===== src/source/soc_pkg.sv =====
package soc_pkg;

  // Top addresses of the address map are exclusive.
  localparam logic [31:0] bram_base_addr = 32'h0000_0000;
  localparam logic [31:0] bram_top_addr = 32'h0000_0400;
  localparam logic [31:0] uart_base_addr = 32'h1000_0000;
  localparam logic [31:0] uart_top_addr = 32'h1000_0010;
  localparam logic [31:0] clint_base_addr = 32'h2000_0000;
  localparam logic [31:0] clint_top_addr = 32'h2000_0020;

  typedef enum logic [1:0] {
    tgt_bram,
    tgt_uart,
    tgt_clint,
    tgt_none
  } target_e;

  localparam int bram_words = 256;

  localparam logic [31:0] uart_div = 32'd8; // Clocks per bit.
  localparam logic [31:0] uart_txdata_off = 32'h0;
  localparam logic [31:0] uart_status_off = 32'h4;
  localparam logic [31:0] uart_rxdata_off = 32'h8;

  typedef enum logic [1:0] {
    st_idle,
    st_start,
    st_data,
    st_stop
  } uart_state_e;

  localparam logic [31:0] rtc_div = 32'd4; // Clocks per mtime tick.
  localparam logic [31:0] clint_msip_off = 32'h00;
  localparam logic [31:0] clint_cmp_lo_off = 32'h08;
  localparam logic [31:0] clint_cmp_hi_off = 32'h0C;
  localparam logic [31:0] clint_time_lo_off = 32'h10;
  localparam logic [31:0] clint_time_hi_off = 32'h14;

endpackage


===== src/source/clint.sv =====
module clint
  import soc_pkg::*;
(
  input  logic        clk,
  input  logic        rst,
  input  logic        valid_i,
  input  logic [31:0] addr_i,
  input  logic [31:0] wdata_i,
  input  logic [3:0]  wstrb_i,
  output logic        ready_o,
  output logic [31:0] rdata_o,
  output logic        msip_o,
  output logic        mtip_o,
  output logic [63:0] mtime_o
);
  logic [31:0] pre_cnt;
  logic [63:0] mtimecmp;
  logic        tick;
  logic        wr;

  assign tick = pre_cnt == rtc_div - 1;
  assign wr = valid_i && |wstrb_i;

  always_ff @(posedge clk) begin
    if (!rst) begin
      pre_cnt <= '0;
      mtime_o <= '0;
      mtimecmp <= '1; // No timer interrupt until programmed.
      msip_o <= 1'b0;
      ready_o <= 1'b0;
    end else begin
      ready_o <= valid_i;
      pre_cnt <= tick ? '0 : pre_cnt + 1;
      if (tick) mtime_o <= mtime_o + 1;
      // Register writes win over the tick.
      if (wr) begin
        case (addr_i)
          clint_msip_off: msip_o <= wdata_i[0];
          clint_cmp_lo_off: mtimecmp[31:0] <= wdata_i;
          clint_cmp_hi_off: mtimecmp[63:32] <= wdata_i;
          clint_time_lo_off: mtime_o[31:0] <= wdata_i;
          clint_time_hi_off: mtime_o[63:32] <= wdata_i;
          default: ;
        endcase
      end
    end
  end

  always_ff @(posedge clk) begin
    if (valid_i) begin
      case (addr_i)
        clint_msip_off: rdata_o <= {31'b0, msip_o};
        clint_cmp_lo_off: rdata_o <= mtimecmp[31:0];
        clint_cmp_hi_off: rdata_o <= mtimecmp[63:32];
        clint_time_lo_off: rdata_o <= mtime_o[31:0];
        clint_time_hi_off: rdata_o <= mtime_o[63:32];
        default: rdata_o <= '0;
      endcase
    end
  end

  assign mtip_o = mtime_o >= mtimecmp;

endmodule


===== config.mk =====
export PLATFORM = sky130hd
export DESIGN_NAME = clint
export DESIGN_NICKNAME = d
export VERILOG_FILES = /design/src/source/soc_pkg.sv /design/src/source/clint.sv
export SDC_FILE = /design/constraint.sdc
export NUM_CORES = 1
export LEC_CHECK = 0
export ABC_AREA = 1
export BUFFER_PORTS_ARGS = -buffer_cell sky130_fd_sc_hd__buf_2
export CAP_MARGIN = 30
export CORE_MARGIN = 5
export CORE_UTILIZATION = 38
export DETAILED_ROUTE_END_ITERATION = 8
export PLACE_DENSITY_LB_ADDON = 0.25
export SYNTH_ARGS = -nofsm -noshare
export SYNTH_HDL_FRONTEND = slang
export SYNTH_SLANG_ARGS = --single-unit
export TNS_END_PERCENT = 30

===== constraint.sdc =====
create_clock -name clk -period 5.9 [get_ports clk]
set_clock_uncertainty 0.05 [all_clocks]
set_input_delay 0.59 -clock clk [delete_from_list [all_inputs] [get_ports clk]]
set_output_delay 0.59 -clock clk [all_outputs]
set_load 0.02 [all_outputs]

* Yosys cells after proc, flatten, opt, wreduce, memory -nomap -nowiden
Index checks and enable logic that the tools add are counted.
** Word-level totals
- Logic and storage cells :: 28
- Output and inout port bits :: 99
- Bits in registers :: 194
** Cells by class
- Bitwise logic cells :: 1
- Muxes and demuxes :: 5
- Add/subtract/negate cells :: 2
- Reductions and logical operators :: 7
- $lt $le $gt $ge :: 1
- Equality and inequality tests :: 5
** Operators by type and width (count)
- $pmux W32 S5 :: 1
- $mux W64 :: 2
- $add A64 B1 Y64 const B :: 1
- $eq A32 B4 Y1 const B :: 2
- $eq A32 B5 Y1 const B :: 2
- $ge A64 B64 Y1 :: 1
- $mux W32 :: 2
- $add A32 B1 Y32 const B :: 1
- $eq A32 B2 Y1 const B :: 1
- $logic_not A32 Y1 :: 1
- $reduce_and A2 Y1 :: 3
- $reduce_or A4 Y1 :: 1
- $reduce_or A2 Y1 :: 1
- $logic_and A1 B1 Y1 :: 1
- $not A1 Y1 :: 1

* Logic depth before layout (Yosys ltp)
- Depth after elaboration :: 4
- Gate-level depth with buffers :: 15

* Worst setup path after synthesis
No wires, ideal clock.
- Path kind :: reg-to-output
- Start :: register mtime_o[55]
- End :: output mtip_o
- Data arrival time :: 1.660 ns
- Buffers on the path :: 0
- Setup slack :: 3.600 ns
- Stages on the path, launching flop included :: 10
- Required time :: 5.260 ns
- Cell sequence :: dfxtp_1 ha_1 nand2_1 nor2_1 nand3_1 nor4_1 nand3_1 nand2_1 nor2_1 nand2_1
** On the way
- Word-level cells in the longest chain between the ends :: 1
** RTL lines
- from (decl) :: RTL line clint.sv:14 : output logic [63:0] mtime_o
- from (signal assigned) :: RTL line clint.sv:34 : if (tick) mtime_o <= mtime_o + 1;
- from (signal assigned) :: RTL line clint.sv:42 : clint_time_hi_off: mtime_o[63:32] <= wdata_i;
- $ge A64 B64 Y1 :: RTL line clint.sv:62 : assign mtip_o = mtime_o >= mtimecmp;
- to (decl) :: RTL line clint.sv:13 : output logic mtip_o,
Every way passes these cells.

* Worst setup path in the final report
- Start :: register mtime_o[29]
- End :: output mtip_o
The elaborated chain is that of the path after synthesis.

==> metrics <==
status=completed; share of cells above drive strength 1=11.76%; LEAKAGE=0.007804 uW; dpl cell area=14000 sq um; RePlAce Congestion=0.9505; Seq pwr share=50.2%; synth warn=0; Most common cell on crit path=nand2_1; crit path launch type=register; via count=13045; most frequent cells in the layout=nand2_1, inv_1, nor2_1; CTS Buf Count=17; sequential-to-total area share from yosys stat=33.04%; commonest non-fill, non-tap cell in the layout=nand2_1; # IOs=170; area of the die=37240 sq um; register area=4204 sq um; worst hold-check path type=primary input to register; Slew Limit Fails=0; vias per std cell=5.086; DRT Wirelength=43.87 mm; Tmin final=3.543 ns; Multi-input gate area=7017 sq um; Synth Register Bits=194; CTS tree=done; WL/cell=17.10 um; VDD IR max=0.2370 mV; largest net degree at the start of global routing=65; highest routed layer=met5; Syn Inst Count=1961; crit path cell chain=ha_1 -> nand2_1 -> nor4_1 -> and3_1 -> nand2_1 -> nand2_1 -> nand2_1 -> nand2_1 -> buf_2; die width=193.0 um; synthesized area=12720 sq um; clk sinks=194; combinational share of power=5.2%; Req. time, crit path=5.26 ns; Buffers & Inverters on Critical Path=1; slew margin rel.=37.51%; Setup-failing EPs final=0; synthesis-to-layout area growth=14.85%; PostCTS Resize Cnt=0; port bufs=169; Slowest Stage Delay on Critical Path=0.79 ns; Worst-Margin Slew=0.9363 ns; syn_nets=2098; total track usage=23.18%; period utilization=60.04%; delay-heaviest family, CP=simple AND/OR/NAND/NOR gates; Iter 0 DRT Violations=1039; final hold slack=0.3583 ns; Setup WS pre-CTS=2.646 ns; Final ANT Viol Nets=0; Clock Power Share=44.6%; antenna violations before repair=1; CP Data Arrival Time=2.90 ns; DRT Pass-1 Iters=5; Nets=2241; CTS root buffer=clkbuf_16; largest area contributor in the netlist=dfxtp_1; met3 wire length=2.538 mm; PwrDens=185.3 nW/um^2; switching power=667.3 uW; CP max stage cell=nor4_1; top post-synthesis cells by area=dfxtp_1, nand2_1, inv_1; setup ws final=2.357 ns; global-route wire length before repair=67.05 mm; Clock Path Buffers=2; top cell type's share of synthesized area=25.49%; DP HPWL=33.07 mm; Post-CTS Setup Inserts=0; vias in the first global route=12166; P_int=2041 uW; Total Power=2708 uW; Post-Syn Area per Cell=6.488 sq um; Hold Fails Final Rpt=0; overflow left after global routing=0; Chip Height=193.0 um; CP Capture Type=output pin; maximum clock frequency=282.3 MHz; max-cap viol count=0; drt drc=0; clk_lat worst skew=0.46 ns; cts hold-fix bufs=0; fillcell total=3583; Starting Density=38.23%; Crit Path Category=register to output pin; H-tree levels=4; diode count=0; RSZ-0062 raised after global routing=no; clock slew at reported path FFs=0.08 ns; Netlist cell types=36; Max FO, Critical Path=7; metal1 wirelength=20.27 mm; met2 routed wirelength=20.00 mm; Core Area=33280 sq um; post-route cell area=14610 sq um; setup TNS=0 ns; sw frac=24.64%; # rows=67
-- metrics by stage --
step / std cells / util [%]
6_report: 2565 / 43.90
5_1_grt: 2565 / 43.90
4_1_cts: 2564 / 43.84
3_5_place_dp: 2532 / 42.07
3_3_place_gp: 2531 / 42.01
2_1_floorplan: 1961 / -
-- synthesized netlist by cell type (all sizes together) --
cell type,n
nand2,553
inv,338
nor2,253
dfxtp,162
nand3,121
o21ai,90
o211ai,69
ha,66
a21oi,52
nand4,50
clkbuf,36
edfxtp,32
o2111ai,31
nor3,27
xor2,23
buf,22
nand3b,11
xnor2,8
nor4,6
or2,4
a211oi,2
and2,2
o21a,2
and3,1
-- area by class of cell --
class	count	area share (%)
sequential	194	28.77
tap	448	3.836
inverter	338	8.683
multi-input combinational	1371	48.02
timing repair buffer	182	6.645
clock inverter	13	1.010
clock buffer	19	3.031
-- worst paths after layout --
check | slack (ns) | cells past startpoint | startpoint | endpoint
worst max-delay path | 2.36 | 9 | mtime_o[29] | mtip_o
worst min register to register | 0.41 | 1 | pre_cnt[0] | pre_cnt[0]
worst min-delay path | 0.36 | 3 | wdata_i[0] | mtime_o[0]
worst max register to register | 3.00 | 13 | pre_cnt[0] | mtime_o[55]
-- power by group through the flow --
| stage | logic [uW] | registers [uW] | clock network, uW |
|---|---|---|---|
| floorplan | 61.4 | 1400 | 0 |
| global placement | 139 | 1390 | 0 |
| detailed placement | 142 | 1390 | 0 |
| CTS | 142 | 1360 | 1230 |
| global route | 156 | 1360 | 1290 |
| finish | 141 | 1360 | 1210 |
-- logic make-up (layout without fill, tap and decap cells) --
group,Yosys count,in the layout,share of synthesized area [%]
AO/OA/AOI/OAI,246,246,12.03
adder cells (fa/ha/maj),66,66,6.491
AND/OR/NAND/NOR,1028,1028,34.32
buffers and inverters,396,552,11.98
flip-flops,194,194,33.04
XOR/XNOR,31,31,2.134
-- per-layer routing --
layer	vias to the layer above	GRT usage, %
met5	-	0
met4	2	7.462
met3	65	3.889
met2	347	38.07
met1	6039	31.21
li1	6592	-
-- worst register-to-register path, cell delays in order, from the launching register on --
cell	delay [ns]
dfxtp_1	0.37
ha_1	0.26
inv_2	0.05
nor2_2	0.14
nand2_1	0.06
nor2_1	0.11
nand2_2	0.11
nor2_4	0.70
nand2_1	0.38
nor2_1	0.27
nand3_1	0.14
nand3_1	0.10
nand2_1	0.07
inv_1	0.05
-- state kept, by name (all words and copies together), names as in the netlist --
register and count:
rdata_o 32, mtime_o 64, msip_o 1, ready_o 1, pre_cnt 32, mtimecmp 64
No activity file was read; power rests on OpenSTA's default activity.
