$ cat src/source/soc_pkg.sv
package soc_pkg;

  // Top addresses of the address map are exclusive.
  localparam logic [31:0] bram_base_addr = 32'h0000_0000;
  localparam logic [31:0] bram_top_addr = 32'h0000_0400;
  localparam logic [31:0] uart_base_addr = 32'h1000_0000;
  localparam logic [31:0] uart_top_addr = 32'h1000_0010;
  localparam logic [31:0] clint_base_addr = 32'h2000_0000;
  localparam logic [31:0] clint_top_addr = 32'h2000_0020;

  typedef enum logic [1:0] {
    tgt_bram,
    tgt_uart,
    tgt_clint,
    tgt_none
  } target_e;

  localparam int bram_words = 256;

  localparam logic [31:0] uart_div = 32'd8; // Clocks per bit.
  localparam logic [31:0] uart_txdata_off = 32'h0;
  localparam logic [31:0] uart_status_off = 32'h4;
  localparam logic [31:0] uart_rxdata_off = 32'h8;

  typedef enum logic [1:0] {
    st_idle,
    st_start,
    st_data,
    st_stop
  } uart_state_e;

  localparam logic [31:0] rtc_div = 32'd4; // Clocks per mtime tick.
  localparam logic [31:0] clint_msip_off = 32'h00;
  localparam logic [31:0] clint_cmp_lo_off = 32'h08;
  localparam logic [31:0] clint_cmp_hi_off = 32'h0C;
  localparam logic [31:0] clint_time_lo_off = 32'h10;
  localparam logic [31:0] clint_time_hi_off = 32'h14;

endpackage

$ cat src/source/uart.sv
module uart
  import soc_pkg::*;
(
  input  logic        clk,
  input  logic        rst,
  input  logic        valid_i,
  input  logic [31:0] addr_i,
  input  logic [31:0] wdata_i,
  input  logic [3:0]  wstrb_i,
  input  logic        rx_i,
  output logic        ready_o,
  output logic [31:0] rdata_o,
  output logic        tx_o
);
  uart_state_e tx_st;
  uart_state_e rx_st;
  logic [31:0] tx_cnt;
  logic [31:0] rx_cnt;
  logic [2:0]  tx_bit;
  logic [2:0]  rx_bit;
  logic [7:0]  tx_shift;
  logic [7:0]  rx_shift;
  logic [7:0]  rx_data;
  logic        rx_full;
  logic        tx_wr;
  logic        rx_rd;

  assign tx_wr = valid_i && |wstrb_i && addr_i == uart_txdata_off;
  assign rx_rd = valid_i && wstrb_i == 4'b0 && addr_i == uart_rxdata_off;

  always_ff @(posedge clk) begin
    if (!rst) begin
      tx_st <= st_idle;
      tx_o <= 1'b1;
      tx_cnt <= '0;
      tx_bit <= '0;
    end else begin
      tx_cnt <= (tx_cnt == uart_div - 1 || tx_st == st_idle) ? '0 : tx_cnt + 1;
      case (tx_st)
        st_idle: if (tx_wr) begin
          tx_shift <= wdata_i[7:0];
          tx_o <= 1'b0; // Start bit.
          tx_st <= st_start;
        end
        st_start: if (tx_cnt == uart_div - 1) begin
          tx_o <= tx_shift[0];
          tx_bit <= '0;
          tx_st <= st_data;
        end
        st_data: if (tx_cnt == uart_div - 1) begin
          tx_shift <= tx_shift >> 1;
          tx_bit <= tx_bit + 1;
          tx_o <= (tx_bit == 3'd7) ? 1'b1 : tx_shift[1];
          if (tx_bit == 3'd7) tx_st <= st_stop;
        end
        default: if (tx_cnt == uart_div - 1) tx_st <= st_idle;
      endcase
    end
  end

  always_ff @(posedge clk) begin
    if (!rst) begin
      rx_st <= st_idle;
      rx_cnt <= '0;
      rx_bit <= '0;
      rx_full <= 1'b0;
    end else begin
      rx_cnt <= rx_cnt + 1;
      if (rx_rd) rx_full <= 1'b0;
      case (rx_st)
        st_idle: begin
          rx_cnt <= '0;
          if (!rx_i) rx_st <= st_start;
        end
        st_start: if (rx_cnt == uart_div / 2 - 1) begin // Middle of the start bit.
          rx_cnt <= '0;
          rx_bit <= '0;
          rx_st <= rx_i ? st_idle : st_data;
        end
        st_data: if (rx_cnt == uart_div - 1) begin
          rx_cnt <= '0;
          rx_shift <= {rx_i, rx_shift[7:1]};
          rx_bit <= rx_bit + 1;
          if (rx_bit == 3'd7) rx_st <= st_stop;
        end
        default: if (rx_cnt == uart_div - 1) begin
          rx_st <= st_idle;
          if (rx_i) begin
            rx_data <= rx_shift;
            rx_full <= 1'b1;
          end
        end
      endcase
    end
  end

  always_ff @(posedge clk) begin
    if (valid_i) begin
      case (addr_i)
        uart_status_off: rdata_o <= {30'b0, rx_full, tx_st != st_idle};
        uart_rxdata_off: rdata_o <= {24'b0, rx_data};
        default: rdata_o <= '0;
      endcase
    end
  end

  always_ff @(posedge clk) begin
    if (!rst) ready_o <= 1'b0;
    else ready_o <= valid_i;
  end

endmodule
$ cat config.mk
export PLATFORM = sky130hd
export DESIGN_NAME = uart
export DESIGN_NICKNAME = d
export VERILOG_FILES = /design/src/source/soc_pkg.sv /design/src/source/uart.sv
export SDC_FILE = /design/constraint.sdc
export NUM_CORES = 1
export LEC_CHECK = 0
export BUFFER_PORTS_ARGS = -buffer_cell sky130_fd_sc_hd__clkbuf_2
export CAP_MARGIN = 5
export CELL_PAD_IN_SITES_DETAIL_PLACEMENT = 2
export CELL_PAD_IN_SITES_GLOBAL_PLACEMENT = 2
export CORE_AREA = 3 3 159 99
export DETAILED_ROUTE_END_ITERATION = 7
export DIE_AREA = 0 0 162 102
export PLACE_DENSITY_LB_ADDON = 0.1
export SETUP_SLACK_MARGIN = 0.4
export SLEW_MARGIN = 30
export SYNTH_ARGS = -nofsm -noshare
export SYNTH_HDL_FRONTEND = slang
export SYNTH_SLANG_ARGS = --single-unit
export TNS_END_PERCENT = 100
$ cat constraint.sdc
create_clock -name clk -period 4.2 [get_ports clk]
set_input_delay 0.42 -clock clk [delete_from_list [all_inputs] [get_ports clk]]
set_output_delay 0.42 -clock clk [all_outputs]
set_load 0.01 [all_outputs]
Word level (Yosys, flattened, before mapping)
Index checks and enable logic that the tools add are counted.
Operators by class
  order comparisons: 0
  multiplexer cells: 35
  shift operators: 0
  $add $sub $neg: 4
  reduce and logical (&&, ||, !) cells: 27
  bitwise gates (word level): 2
  equal/unequal tests: 19
  multiply operators: 0
  div/mod/pow operators: 0
Operators by type and width (count)
  $eq 32x3->1 const B: 3
  $pmux 32 s3: 1
  $add 32x1->32 const B: 2
  $mux 32: 2
  $eq 32x2->1 const B: 1
  $eq 32x4->1 const B: 1
  $logic_not 32->1: 1
  $pmux 8 s2: 2
  $mux 2: 11
  $mux 8: 2
  $ne 2x2->1 const B: 8
  $mux 3: 4
  $pmux 2 s3: 2
  $pmux 3 s2: 2
  $reduce_and 4->1: 3
  $reduce_and 5->1: 2
  $reduce_bool 2->1: 5
  $reduce_and 3->1: 3
  $mux 1: 8
  $add 3x1->3 const B: 2
  $eq 3x3->1 const B: 2
  $reduce_bool 3->1: 2
  $eq 2x1->1 const B: 2
  $eq 2x2->1 const B: 2
  9 further kinds: 14
Storage, ports and cells
  bits in writable memories: 0
  word-level logic and storage cells: 100
  memories: 0
  output and inout port bits: 34
  bits in latches: 0
  memory bits (read-only): 0
  register bits: 133

Depth between registers and ports, before layout
  depth in word-level cells: 7
  gate-level depth with buffers: 8

Least setup slack after synthesis
No wires, ideal clock.
  path kind: input port to flip-flop
  start point: in addr_i[26]
  end point: reg tx_shift[0] (enable)
  arrival: 2.052 ns
  stages: 4
  path buffers: 0
  data required time: 3.815 ns
  library setup time: 0.385 ns
  setup slack: 1.762 ns
  cell sequence: nor4_1 nand4_1 o41ai_2 nor3b_1
Between the ends
  cells in the longest elaborated chain, start to end: 4
Ends and longest elaborated chain
  from (decl): line uart.sv:7  | input logic [31:0] addr_i,
  $logic_not 32->1: line uart.sv:28  | assign tx_wr = valid_i && |wstrb_i && addr_i == uart_txdata_off;
  $logic_and 1x1->1: line uart.sv:28
  $ne 2x2->1 (no line)
  $reduce_and 4->1 (no line)
  to (signal assigned): line uart.sv:41  | tx_shift <= wdata_i[7:0];
  to (signal assigned): line uart.sv:51  | tx_shift <= tx_shift >> 1;
  to (decl): line uart.sv:21  | logic [7:0] tx_shift;
Every way passes these cells.
A chain may end at the register's enable or synchronous reset.

Final worst setup path
  start point: reg rx_cnt[9]
  end point: reg rx_data[3] (enable)
Between the ends
  cells in the longest elaborated chain, start to end: 2
Ends and longest elaborated chain
  from (decl): line uart.sv:18  | logic [31:0] rx_cnt;
  from (signal assigned): line uart.sv:68  | rx_cnt <= rx_cnt + 1;
  $eq 32x3->1: line uart.sv:86  | default: if (rx_cnt == uart_div - 1) begin
  $reduce_and 4->1 (no line)
  to (signal assigned): line uart.sv:89  | rx_data <= rx_shift;
  to (decl): line uart.sv:23  | logic [7:0] rx_data;
Every way passes these cells.

==> results.md <==
- Clock root cell: clkbuf_16
- Hold_buf cts: 0
- Synth Register Bits: 109
- Worst reg-to-reg setup slack: 1.58 ns
- Power, Total: roughly 2.2 mW
- Crit Path Class: reg -> reg
- Most common cell after layout, fill and taps aside: nor2_1
- Synth warn: 0
- Worst Path Arrival: 2.61 ns
- First-pass DRT Iterations: 4
- Buffer and inverter count on the worst path: 0
- Maximum vdd drop: approximately 200 uV
- DR WL/cell: about 17 um
- Fin crit share: ~62%
- Clock latency reported for the late side of the worst-skew pair: 0.35 ns
- Cell count after synthesis: roughly 530
- # rows: 34
- Clock skew: between 0.009 and 0.01 ns
- Area growth syn-to-layout: 13.9%
- Unrepaired setup endpoints after global routing: no
- Crit-path slowest cell: nor2_1
- Chip width: 162 um
- Inst Count DP: 765
- Post-CTS resize count: 0
- Tmin final: roughly 2.6 ns
- Worst hold slack: between 0.3 and 0.4 ns
- GP Congestion: roughly 0.73
- CP max FO: 8
- GRT overflow: 0
- PwrDens: around 380 mW/mm^2
- Startpoint Class: flip-flop
- Core area: roughly 0.014 sq mm
- Fin area: approximately 0.006 sq mm
- Global-route wire length before repair: roughly 22000 um
- Reg clk slew, reported paths: roughly 0.08 ns
- Post-Syn Area: between 0.005 and 0.006 sq mm
- Post-synthesis sequential area ratio: between 40 and 50%
- MaxCap Viol Count: 0
- Max incr delay on CP: ~0.56 ns
- CTS Buffer Depth: 2
- Ranking of synthesized cells by area: dfxtp_1 30%, edfxtp_1 19%, nor2_1 6.4%, xor2_1 5.6%, xnor2_1 4.4%
- Post-synth EDFFs: 32
- Initial drt markers: roughly 180
- Share of async-settable or async-resettable flops after synthesis: 0%
- Vias in the first global route: 4185
- Total wire length: 13500 um
- Worst-path cell chain: nor4_1 -> nand4_1 -> nor3_1 -> nand4_1 -> nor2_1
- I/O Pins: between 100 and 150
- Initial antenna violation count: 0
- Avg Cell Area, Syn: roughly 9.8 sq um
- Yosys cell types: 53
- CP dominant cell by count: nand4_1
- Critical path data required time: about 4.2 ns
- Slew @ Worst Pin: approximately 0.76 ns
- Status: completed
- Crit. End Element: flip-flop
- TritonCTS clock tree: done
- Setup TNS: 0 ns
- Largest net degree at the start of global routing: 33
- Initial Util: a little over a third
- Fmax: 0.382 GHz
- CTS buffer count: 9
- DR vias: between 3000 and 4000
- Post-DP Area: 0.00553 sq mm
- Die Height: about 100 um
- Die area: around 0.017 sq mm
- Yosys top cell by area: dfxtp_1
- Share of cells above drive strength 1: about 18%
- Lkg Pwr: approximately 2 nW
- Dominant synthesized flop cell: dfxtp_1
- Input/output buffers: 57
- Clk sink count: ~110
- Vias/cell: approximately 5.0
- Gr usage total: around 17%
- Endpoints failing setup: 0
- Final hold violation count: 0
- Slew headroom: between 40% and 50%
- # Post-CTS Setup Buffers: 0
- Non-Filler Instances: just under 800
- Detailed Place HPWL: between 10000 and 15000 um
- Synth top area share: roughly 30%
- Max-slew violations: 0
- Most frequent cells in the layout: 88 x nor2_1, 77 x dfxtp_1, 57 x clkbuf_2, 34 x nand2_1, 33 x xor2_1
- Drt drc: 0
- Worst hold path type: in -> reg
- Number of antenna-violating nets in the routed design: 0
- Fin nets: around 660
- Family with the most delay on the worst path: simple AND/OR/NAND/NOR gates
- Antenna Diode Count: 0
- H-tree lvl count: 3
[power breakdown]
group	switching, mW	leakage (nW)	internal [mW]
Clock	0.431	0.152	0.479
Combinational	0.129	0.976	0.0654
Sequential	0.0136	0.918	1.10
Total	0.574	2.05	1.65
[Yosys cell counts, drive strengths merged (7+ instances only)]
library cell,count
nor4,33
mux2,7
xor2,33
inv,14
nor2,88
and4,7
and2,8
clkbuf,12
a21oi,10
xnor2,26
nor3,13
nand2,34
dfxtp,77
nand3,26
buf,29
edfxtp,32
nand4,22
ha,11
[final timing paths]
check                                   end         from  depth (start not counted)
worst max-delay path             rx_data[3]    rx_cnt[9]                          5
worst min-delay path            rx_shift[7]         rx_i                          1
worst max register to register   rx_data[3]    rx_cnt[9]                          5
worst min register to register   rx_data[7]  rx_shift[7]                          0
[area by class of cell]
cell class | count | area, sq um
Clock buffer | 9 | 225
Clock inverter | 7 | 93.8
Fill cell | 1559 | 8510
Sequential cell | 109 | 2500
Inverter | 14 | 52.6
Multi-Input combinational cell | 386 | 2450
Timing Repair Buffer | 58 | 293
Tap cell | 198 | 248
[registers in the layout, indices dropped and copies added (netlist names), 3 cells and up]
register / count
rdata_o: 8
rx_bit: 3
rx_cnt: 32
rx_data: 8
rx_shift: 8
tx_bit: 3
tx_cnt: 32
tx_shift: 8
[logic make-up after synthesis]
group | Yosys count | synth area share [%]
AOI/OAI and AO/OA | 26 | 3.45
xor gates and xnor gates | 59 | 10.0
adders and majority gates | 11 | 2.67
buffers and inverters | 55 | 5.93
DFF | 109 | 48.6
muxes | 10 | 2.11
other | 1 | 0.0728
and+or+nand+nor | 256 | 27.2
[through the flow]
step	setup slack, ns	utilization [%]
floorplan	1.76	-
global placement	1.58	38.4
detailed placement	1.51	38.4
CTS	1.57	40.7
global route	1.26	40.8
finish	1.58	40.8
[layer usage]
metal	wire (um)	global-route usage, %	share of wire (%)	vias to the layer above
li1	-	-	-	1906
met4	110	3.47	0.81	0
met1	6760	23.0	50	1922
met5	0	0	0	-
met3	743	4.46	5.5	7
met2	5940	27.9	44	94
Power figures use the tool's default switching activity.
