===== config.mk =====
export PLATFORM = sky130hd
export DESIGN_NAME = bus_decoder
export DESIGN_NICKNAME = d
export VERILOG_FILES = /design/src/source/soc_pkg.sv /design/src/source/bus_decoder.sv
export SDC_FILE = /design/constraint.sdc
export NUM_CORES = 1
export LEC_CHECK = 0
export BUFFER_PORTS_ARGS = -buffer_cell sky130_fd_sc_hd__buf_2
export CORE_AREA = 2 2 137 139
export DETAILED_ROUTE_END_ITERATION = 8
export DIE_AREA = 0 0 139 141
export PLACE_DENSITY_LB_ADDON = 0.05
export SYNTH_ARGS = -nofsm -noshare
export SYNTH_HDL_FRONTEND = slang
export SYNTH_SLANG_ARGS = --single-unit
export TNS_END_PERCENT = 5

===== constraint.sdc =====
create_clock -name vclk -period 9.65
set_clock_uncertainty 0.2 [all_clocks]
set_input_delay 2.895 -clock vclk [all_inputs]
set_output_delay 2.895 -clock vclk [all_outputs]
set_load 0.005 [all_outputs]

===== src/source/soc_pkg.sv =====
package soc_pkg;

  // Top addresses of the address map are exclusive.
  localparam logic [31:0] bram_base_addr = 32'h0000_0000;
  localparam logic [31:0] bram_top_addr = 32'h0000_0400;
  localparam logic [31:0] uart_base_addr = 32'h1000_0000;
  localparam logic [31:0] uart_top_addr = 32'h1000_0010;
  localparam logic [31:0] clint_base_addr = 32'h2000_0000;
  localparam logic [31:0] clint_top_addr = 32'h2000_0020;

  typedef enum logic [1:0] {
    tgt_bram,
    tgt_uart,
    tgt_clint,
    tgt_none
  } target_e;

  localparam int bram_words = 256;

  localparam logic [31:0] uart_div = 32'd8; // Clocks per bit.
  localparam logic [31:0] uart_txdata_off = 32'h0;
  localparam logic [31:0] uart_status_off = 32'h4;
  localparam logic [31:0] uart_rxdata_off = 32'h8;

  typedef enum logic [1:0] {
    st_idle,
    st_start,
    st_data,
    st_stop
  } uart_state_e;

  localparam logic [31:0] rtc_div = 32'd4; // Clocks per mtime tick.
  localparam logic [31:0] clint_msip_off = 32'h00;
  localparam logic [31:0] clint_cmp_lo_off = 32'h08;
  localparam logic [31:0] clint_cmp_hi_off = 32'h0C;
  localparam logic [31:0] clint_time_lo_off = 32'h10;
  localparam logic [31:0] clint_time_hi_off = 32'h14;

endpackage


===== src/source/bus_decoder.sv =====
module bus_decoder
  import soc_pkg::*;
(
  input  logic        clk,
  input  logic        rst,
  input  logic        imem_valid_i,
  input  logic [31:0] imem_addr_i,
  input  logic [31:0] imem_wdata_i,
  input  logic [3:0]  imem_wstrb_i,
  input  logic        dmem_valid_i,
  input  logic [31:0] dmem_addr_i,
  input  logic [31:0] dmem_wdata_i,
  input  logic [3:0]  dmem_wstrb_i,
  input  logic        imem_pend_i,
  input  logic        dmem_pend_i,
  output logic        bram_valid_o,
  output logic [31:0] bram_addr_o,
  output logic [31:0] bram_wdata_o,
  output logic [3:0]  bram_wstrb_o,
  output logic        uart_valid_o,
  output logic [31:0] uart_addr_o,
  output logic [31:0] uart_wdata_o,
  output logic [3:0]  uart_wstrb_o,
  output logic        clint_valid_o,
  output logic [31:0] clint_addr_o,
  output logic [31:0] clint_wdata_o,
  output logic [3:0]  clint_wstrb_o,
  output logic        imem_fwd_o,
  output target_e     imem_tgt_o,
  output logic        dmem_fwd_o,
  output target_e     dmem_tgt_o
);
  logic [2:0] d_sel;
  logic [2:0] i_sel;

  function automatic target_e decode(logic [31:0] addr);
    target_e t;
    if (addr >= bram_base_addr && addr < bram_top_addr) t = tgt_bram;
    else if (addr >= uart_base_addr && addr < uart_top_addr) t = tgt_uart;
    else if (addr >= clint_base_addr && addr < clint_top_addr) t = tgt_clint;
    else t = tgt_none;
    return t;
  endfunction

  assign imem_tgt_o = decode(imem_addr_i);
  assign dmem_tgt_o = decode(dmem_addr_i);

  // Data port has priority on a shared target.
  assign dmem_fwd_o = dmem_valid_i && !dmem_pend_i;
  assign imem_fwd_o = imem_valid_i && !imem_pend_i &&
                      !(dmem_fwd_o && imem_tgt_o == dmem_tgt_o && imem_tgt_o != tgt_none);

  always_comb begin
    for (int t = 0; t < 3; t++) begin
      d_sel[t] = dmem_fwd_o && dmem_tgt_o == target_e'(t);
      i_sel[t] = imem_fwd_o && imem_tgt_o == target_e'(t);
    end
  end

  assign bram_valid_o = d_sel[tgt_bram] | i_sel[tgt_bram];
  assign bram_addr_o = d_sel[tgt_bram] ? dmem_addr_i - bram_base_addr
                                       : imem_addr_i - bram_base_addr;
  assign bram_wdata_o = d_sel[tgt_bram] ? dmem_wdata_i : imem_wdata_i;
  assign bram_wstrb_o = d_sel[tgt_bram] ? dmem_wstrb_i : imem_wstrb_i;

  assign uart_valid_o = d_sel[tgt_uart] | i_sel[tgt_uart];
  assign uart_addr_o = d_sel[tgt_uart] ? dmem_addr_i - uart_base_addr
                                       : imem_addr_i - uart_base_addr;
  assign uart_wdata_o = d_sel[tgt_uart] ? dmem_wdata_i : imem_wdata_i;
  assign uart_wstrb_o = d_sel[tgt_uart] ? dmem_wstrb_i : imem_wstrb_i;

  assign clint_valid_o = d_sel[tgt_clint] | i_sel[tgt_clint];
  assign clint_addr_o = d_sel[tgt_clint] ? dmem_addr_i - clint_base_addr
                                         : imem_addr_i - clint_base_addr;
  assign clint_wdata_o = d_sel[tgt_clint] ? dmem_wdata_i : imem_wdata_i;
  assign clint_wstrb_o = d_sel[tgt_clint] ? dmem_wstrb_i : imem_wstrb_i;

  // A held request must not reach a target twice while its response is due.
  imem_once_a: assert property (@(posedge clk) disable iff (!rst) imem_fwd_o |=> !imem_fwd_o);
  dmem_once_a: assert property (@(posedge clk) disable iff (!rst) dmem_fwd_o |=> !dmem_fwd_o);

endmodule


---- After elaboration in Yosys (flattened, before gate mapping) ----
Index checks and enable logic that the tools add are counted.
Widths: inputs -> output; s select.
word-level totals
  flip-flop bits (word level) ............. 0
  output and inout bits ................... 213
  bits of input ports ..................... 142
  word-level logic and storage cells ...... 62
operators by class
  muxes and demuxes ....................... 15
  equality and inequality tests ........... 6
  $add $sub $neg .......................... 4
  bitwise operators ....................... 3
  magnitude comparators ................... 12
  reduce and logical (&&, ||, !) cells .... 22
operators with widths
  kind                    number
  $mux 32                 6
  $ge 32x1->1 const B     2
  $ge 32x29->1 const B    2
  $ge 32x30->1 const B    2
  $lt 32x11->1 const B    2
  $lt 32x29->1 const B    2
  $lt 32x30->1 const B    2
  $sub 32x29->32 const B  2
  $sub 32x30->32 const B  2
  $logic_and 1x1->1       17
  $mux 4                  3
  $mux 2                  4
  $eq 2x1->1 const B      2
  $eq 2x2->1 const B      2
  $logic_not 2->1         2
  $logic_not 1->1         3
  $or 1x1->1              3
  $eq 2x2->1              1
  $mux 1                  2
  $ne 2x2->1 const B      1

---- Logic depth before layout (Yosys ltp) ----
  depth in word-level cells ............... 12
  depth in mapped cells ................... 9
  mapped depth without buffers ............ 8

---- Worst setup path before layout ----
Ideal clock, no wire load.
  kind .................................... in2out
  start point ............................. input dmem_addr_i[13]
  end point ............................... output uart_addr_o[6]
  buffers on the path ..................... 2
  data required time ...................... 6.555 ns
  path slack .............................. 1.473 ns
  arrival ................................. 5.082 ns
  cell stages on the path ................. 8
  path through ............................ or4_4 > nor4_4 > nand3_1 > a221o_1 > nor3b_2 > buf_4 > buf_6 > mux2_2
on the way
  cells in the longest elaborated chain, start to end .. 8
ends and longest elaborated chain
  what                                          line               source
  start: declaration                            bus_decoder.sv:11  input logic [31:0] dmem_addr_i,
  $ge 32x30->1 or $lt 32x30->1 (tied branches)  bus_decoder.sv:40  else if (addr >= clint_base_addr && addr < clint_top_addr) t = tgt_clint;
  $logic_and 1x1->1                             bus_decoder.sv:40
  $mux 1                                        bus_decoder.sv:40
  $mux 2                                        bus_decoder.sv:39  else if (addr >= uart_base_addr && addr < uart_top_addr) t = tgt_uart;
  $mux 2 (*)                                    bus_decoder.sv:38  if (addr >= bram_base_addr && addr < bram_top_addr) t = tgt_bram;
  $eq 2x1->1 (*)                                bus_decoder.sv:55  d_sel[t] = dmem_fwd_o && dmem_tgt_o == target_e'(t);
  $logic_and 1x1->1 (*)                         bus_decoder.sv:55
  $mux 32 (*)                                   bus_decoder.sv:67  assign uart_addr_o = d_sel[tgt_uart] ? dmem_addr_i - uart_base_addr
  end: declaration                              bus_decoder.sv:21  output logic [31:0] uart_addr_o,
Every way passes the cells marked *; elsewhere a longest branch is shown, timed or not.

---- Worst setup path after layout ----
  start point ............................. input dmem_addr_i[13]
  end point ............................... output bram_wdata_o[12]
on the way
  cells in the longest elaborated chain, start to end .. 8
ends and longest elaborated chain
  what                                          line               source
  $ge 32x30->1 or $lt 32x30->1 (tied branches)  bus_decoder.sv:40
  $logic_and 1x1->1                             bus_decoder.sv:40
  $mux 1                                        bus_decoder.sv:40
  $mux 2                                        bus_decoder.sv:39
  $mux 2 (*)                                    bus_decoder.sv:38
  $logic_not 2->1 (*)                           bus_decoder.sv:55
  $logic_and 1x1->1 (*)                         bus_decoder.sv:55
  $mux 32 (*)                                   bus_decoder.sv:63  assign bram_wdata_o = d_sel[tgt_bram] ? dmem_wdata_i : imem_wdata_i;
  end: declaration                              bus_decoder.sv:18  output logic [31:0] bram_wdata_o,
Marked as above.

==> results.toml <==
[status]
status = "finished clean"

[floorplanning]
io-pin-count = 355
die_area_um2 = 19600
core_um2 = 18300
start_util = 0.176
die_w_um = 139
die_h_um = 141
rows = 50

[detailed_routing]
ant_nets = 0
via_per_inst = 4.35
wl_per_cell_um = 17.0
drc_errors = 0
first_pass_iters = 4
drt_wl_total_um = 15400
vias = 3924
drt_iter0_drc = 67

[placed_design]
placed_cells = 901
port_buffers = 353
placed_cell_area_um2 = 5170
gp_congestion = 0.809
dp_slack_ps = 754
dp_hpwl_um = 12700

[synthesis]
synth.distinct_cells = 40
syn_inst = 331
avgSynthCellArea_um2 = 9.71
mappedNetlistArea_um2 = 3210
synth_fp_nets = 487
ys_seq_area_frac = 0
yosysWarnings = 0

[setup_path]
cp_common_cell = "buf_2"
worst-setup-path-type = "in -> out"
cp-end-kind = "primary output"
crit_path_top_delay_cell = "nand2_4"
cp-start-kind = "input port"
critPathMaxFanout = 70
cpPeakStageDelay_ps = 610
required_ps = 6560
path_cells = "buf_2 > or4_4 > nor4_4 > nand2_1 > a21oi_2 > nand2_4 > mux2_2 > buf_2"
crit_arrival_ps = 5780

[pwr]
totalPowerFinal_mw = 0.178
irDropWorstVdd_mv = 0.0145
leakagePower_nw = 2.68
cellPowerDensity_nw_per_um2 = 34.3

[timing]
max_slew_margin = 0.315
setup_viol = 0
hold_viol_final = 0
hold_slack_ps = 5890
layout_min_cycle_time_ps = 8870
tightest_slew_ps = 1030
layout_setup_ws_ps = 777
fin_crit_sh = 0.919
tns_ps = 0
finalMaxSlewViolations = 0
clock.fmax_ghz = 0.113
rsz0062_at_grt = "false"

[global_routing]
grt_pass1_vias = 3840
grt_antenna_before_repair = 1
grt_max_degree = 71
grt_pass1_wl_um = 22400
grt-ovfl-total = 0
grt_util_all_layers = 0.140

[cells_and_area]
layout.cells.non_filler = 902
register_area_um2 = 0
utilization = 0.283
seq_cell_count = 0
syn_to_final_growth_pct = 61.1
drive_gt1_frac = 0.742
fillCellCount = 2053
n_clock_buffer = 0
final_area_um2 = 5180
fin_nets = 825

[worst_hold_path]
worstHoldEndpoint = "uart_wdata_o[21]"
whs_path_depth = 3
hold_path_class = "in -> out"
hp-start = "imem_wdata_i[21]"

[clocking]
cts_resized = 0
hold_buffers = 0
postCtsSetupBuffers = 0

[run]
drv_cap = 0
## cells by family (layout without fill, tap and decap cells)
logic type / after synthesis / count (layout) / share of synthesized area
compound gates: 23 / 23 / 0.0490
buf+inv: 31 / 367 / 0.0701
fa+ha+maj: 14 / 14 / 0.0545
xor+xnor: 5 / 5 / 0.0136
other cells: 0 / 1 / 0
simple gates: 64 / 64 / 0.114
mux: 194 / 194 / 0.698
## metal layers
layer	GRT usage	wire (um)	vias up
li1	-	-	1935
met1	0.169	6230	1816
met2	0.271	8120	167
met3	0.0190	916	6
met4	0.0133	108	0
met5	0	0	-
## cell usage in the layout, fill, tap and decap left out, types with 3 or more instances in the layout
cell type | netlist | routed
ha_1 | 14 | 14
inv_1 | 8 | 8
xnor2_1 | 3 | 3
nor2_1 | 10 | 10
mux2_1 | 62 | 62
buf_4 | 1 | 3
mux2_4 | 17 | 17
buf_12 | 0 | 3
nor4_1 | 6 | 6
nor2b_1 | 3 | 3
mux2i_1 | 3 | 3
or4_1 | 5 | 5
a21oi_1 | 3 | 3
nand3_1 | 4 | 4
buf_2 | 0 | 353
o21ai_0 | 10 | 10
and2_1 | 4 | 4
mux2_2 | 112 | 112
nand2_1 | 21 | 20
## where the power goes
part	internal [mW]	switching (mW)	total, mW
Combinational	0.0961	0.0814	0.178
Clock	0.0000000140	0	0.0000000140
Sequential	0	0	0
Total	0.0961	0.0814	0.178
## critical path: cells and delay by family
family          cells  cell delay [ps]
compound gates      1              340
mux                 1              550
buf+inv             2              260
simple gates        4             1690
## cell usage after synthesis (3+ instances only)
master / count / area share
xnor2_1: 3 / 0.0082
ha_1: 14 / 0.054
mux2_4: 17 / 0.079
inv_1: 8 / 0.0093
buf_6: 14 / 0.049
nand3_1: 4 / 0.0062
nand2_1: 21 / 0.025
o21ai_0: 10 / 0.016
mux2i_1: 3 / 0.0093
or4_1: 5 / 0.012
buf_1: 6 / 0.0070
mux2_2: 112 / 0.39
a21oi_1: 3 / 0.0047
mux2_1: 62 / 0.22
nor4_1: 6 / 0.012
and2_1: 4 / 0.0078
nor2_1: 10 / 0.012
nor2b_1: 3 / 0.0058
## how the worst max path moves through the flow
| stage | from | endpoint | slack [ps] | cells after the start |
|---|---|---|---|---|
| final | dmem_addr_i[13] | bram_wdata_o[12] | 780 | 8 |
| after global routing | dmem_addr_i[25] | bram_wdata_o[12] | 590 | 8 |
| after CTS | dmem_addr_i[25] | bram_wdata_o[12] | 750 | 8 |
| after detailed placement | dmem_addr_i[21] | bram_wdata_o[12] | 750 | 8 |
| after global placement | dmem_addr_i[21] | clint_wdata_o[16] | 790 | 9 |
| after floorplan | dmem_addr_i[13] | uart_addr_o[6] | 1470 | 8 |
## final cells by class
| type | instances | area [um^2] | share of cell area |
|---|---|---|---|
| multi-input combinational | 300 | 3000 | 0.580 |
| inverter | 8 | 30.0 | 0.00580 |
| timing repair buffer | 359 | 1850 | 0.357 |
| antenna | 1 | 2.50 | 0.000483 |
| tap | 234 | 293 | 0.0565 |
Power figures use the tool's default switching activity.
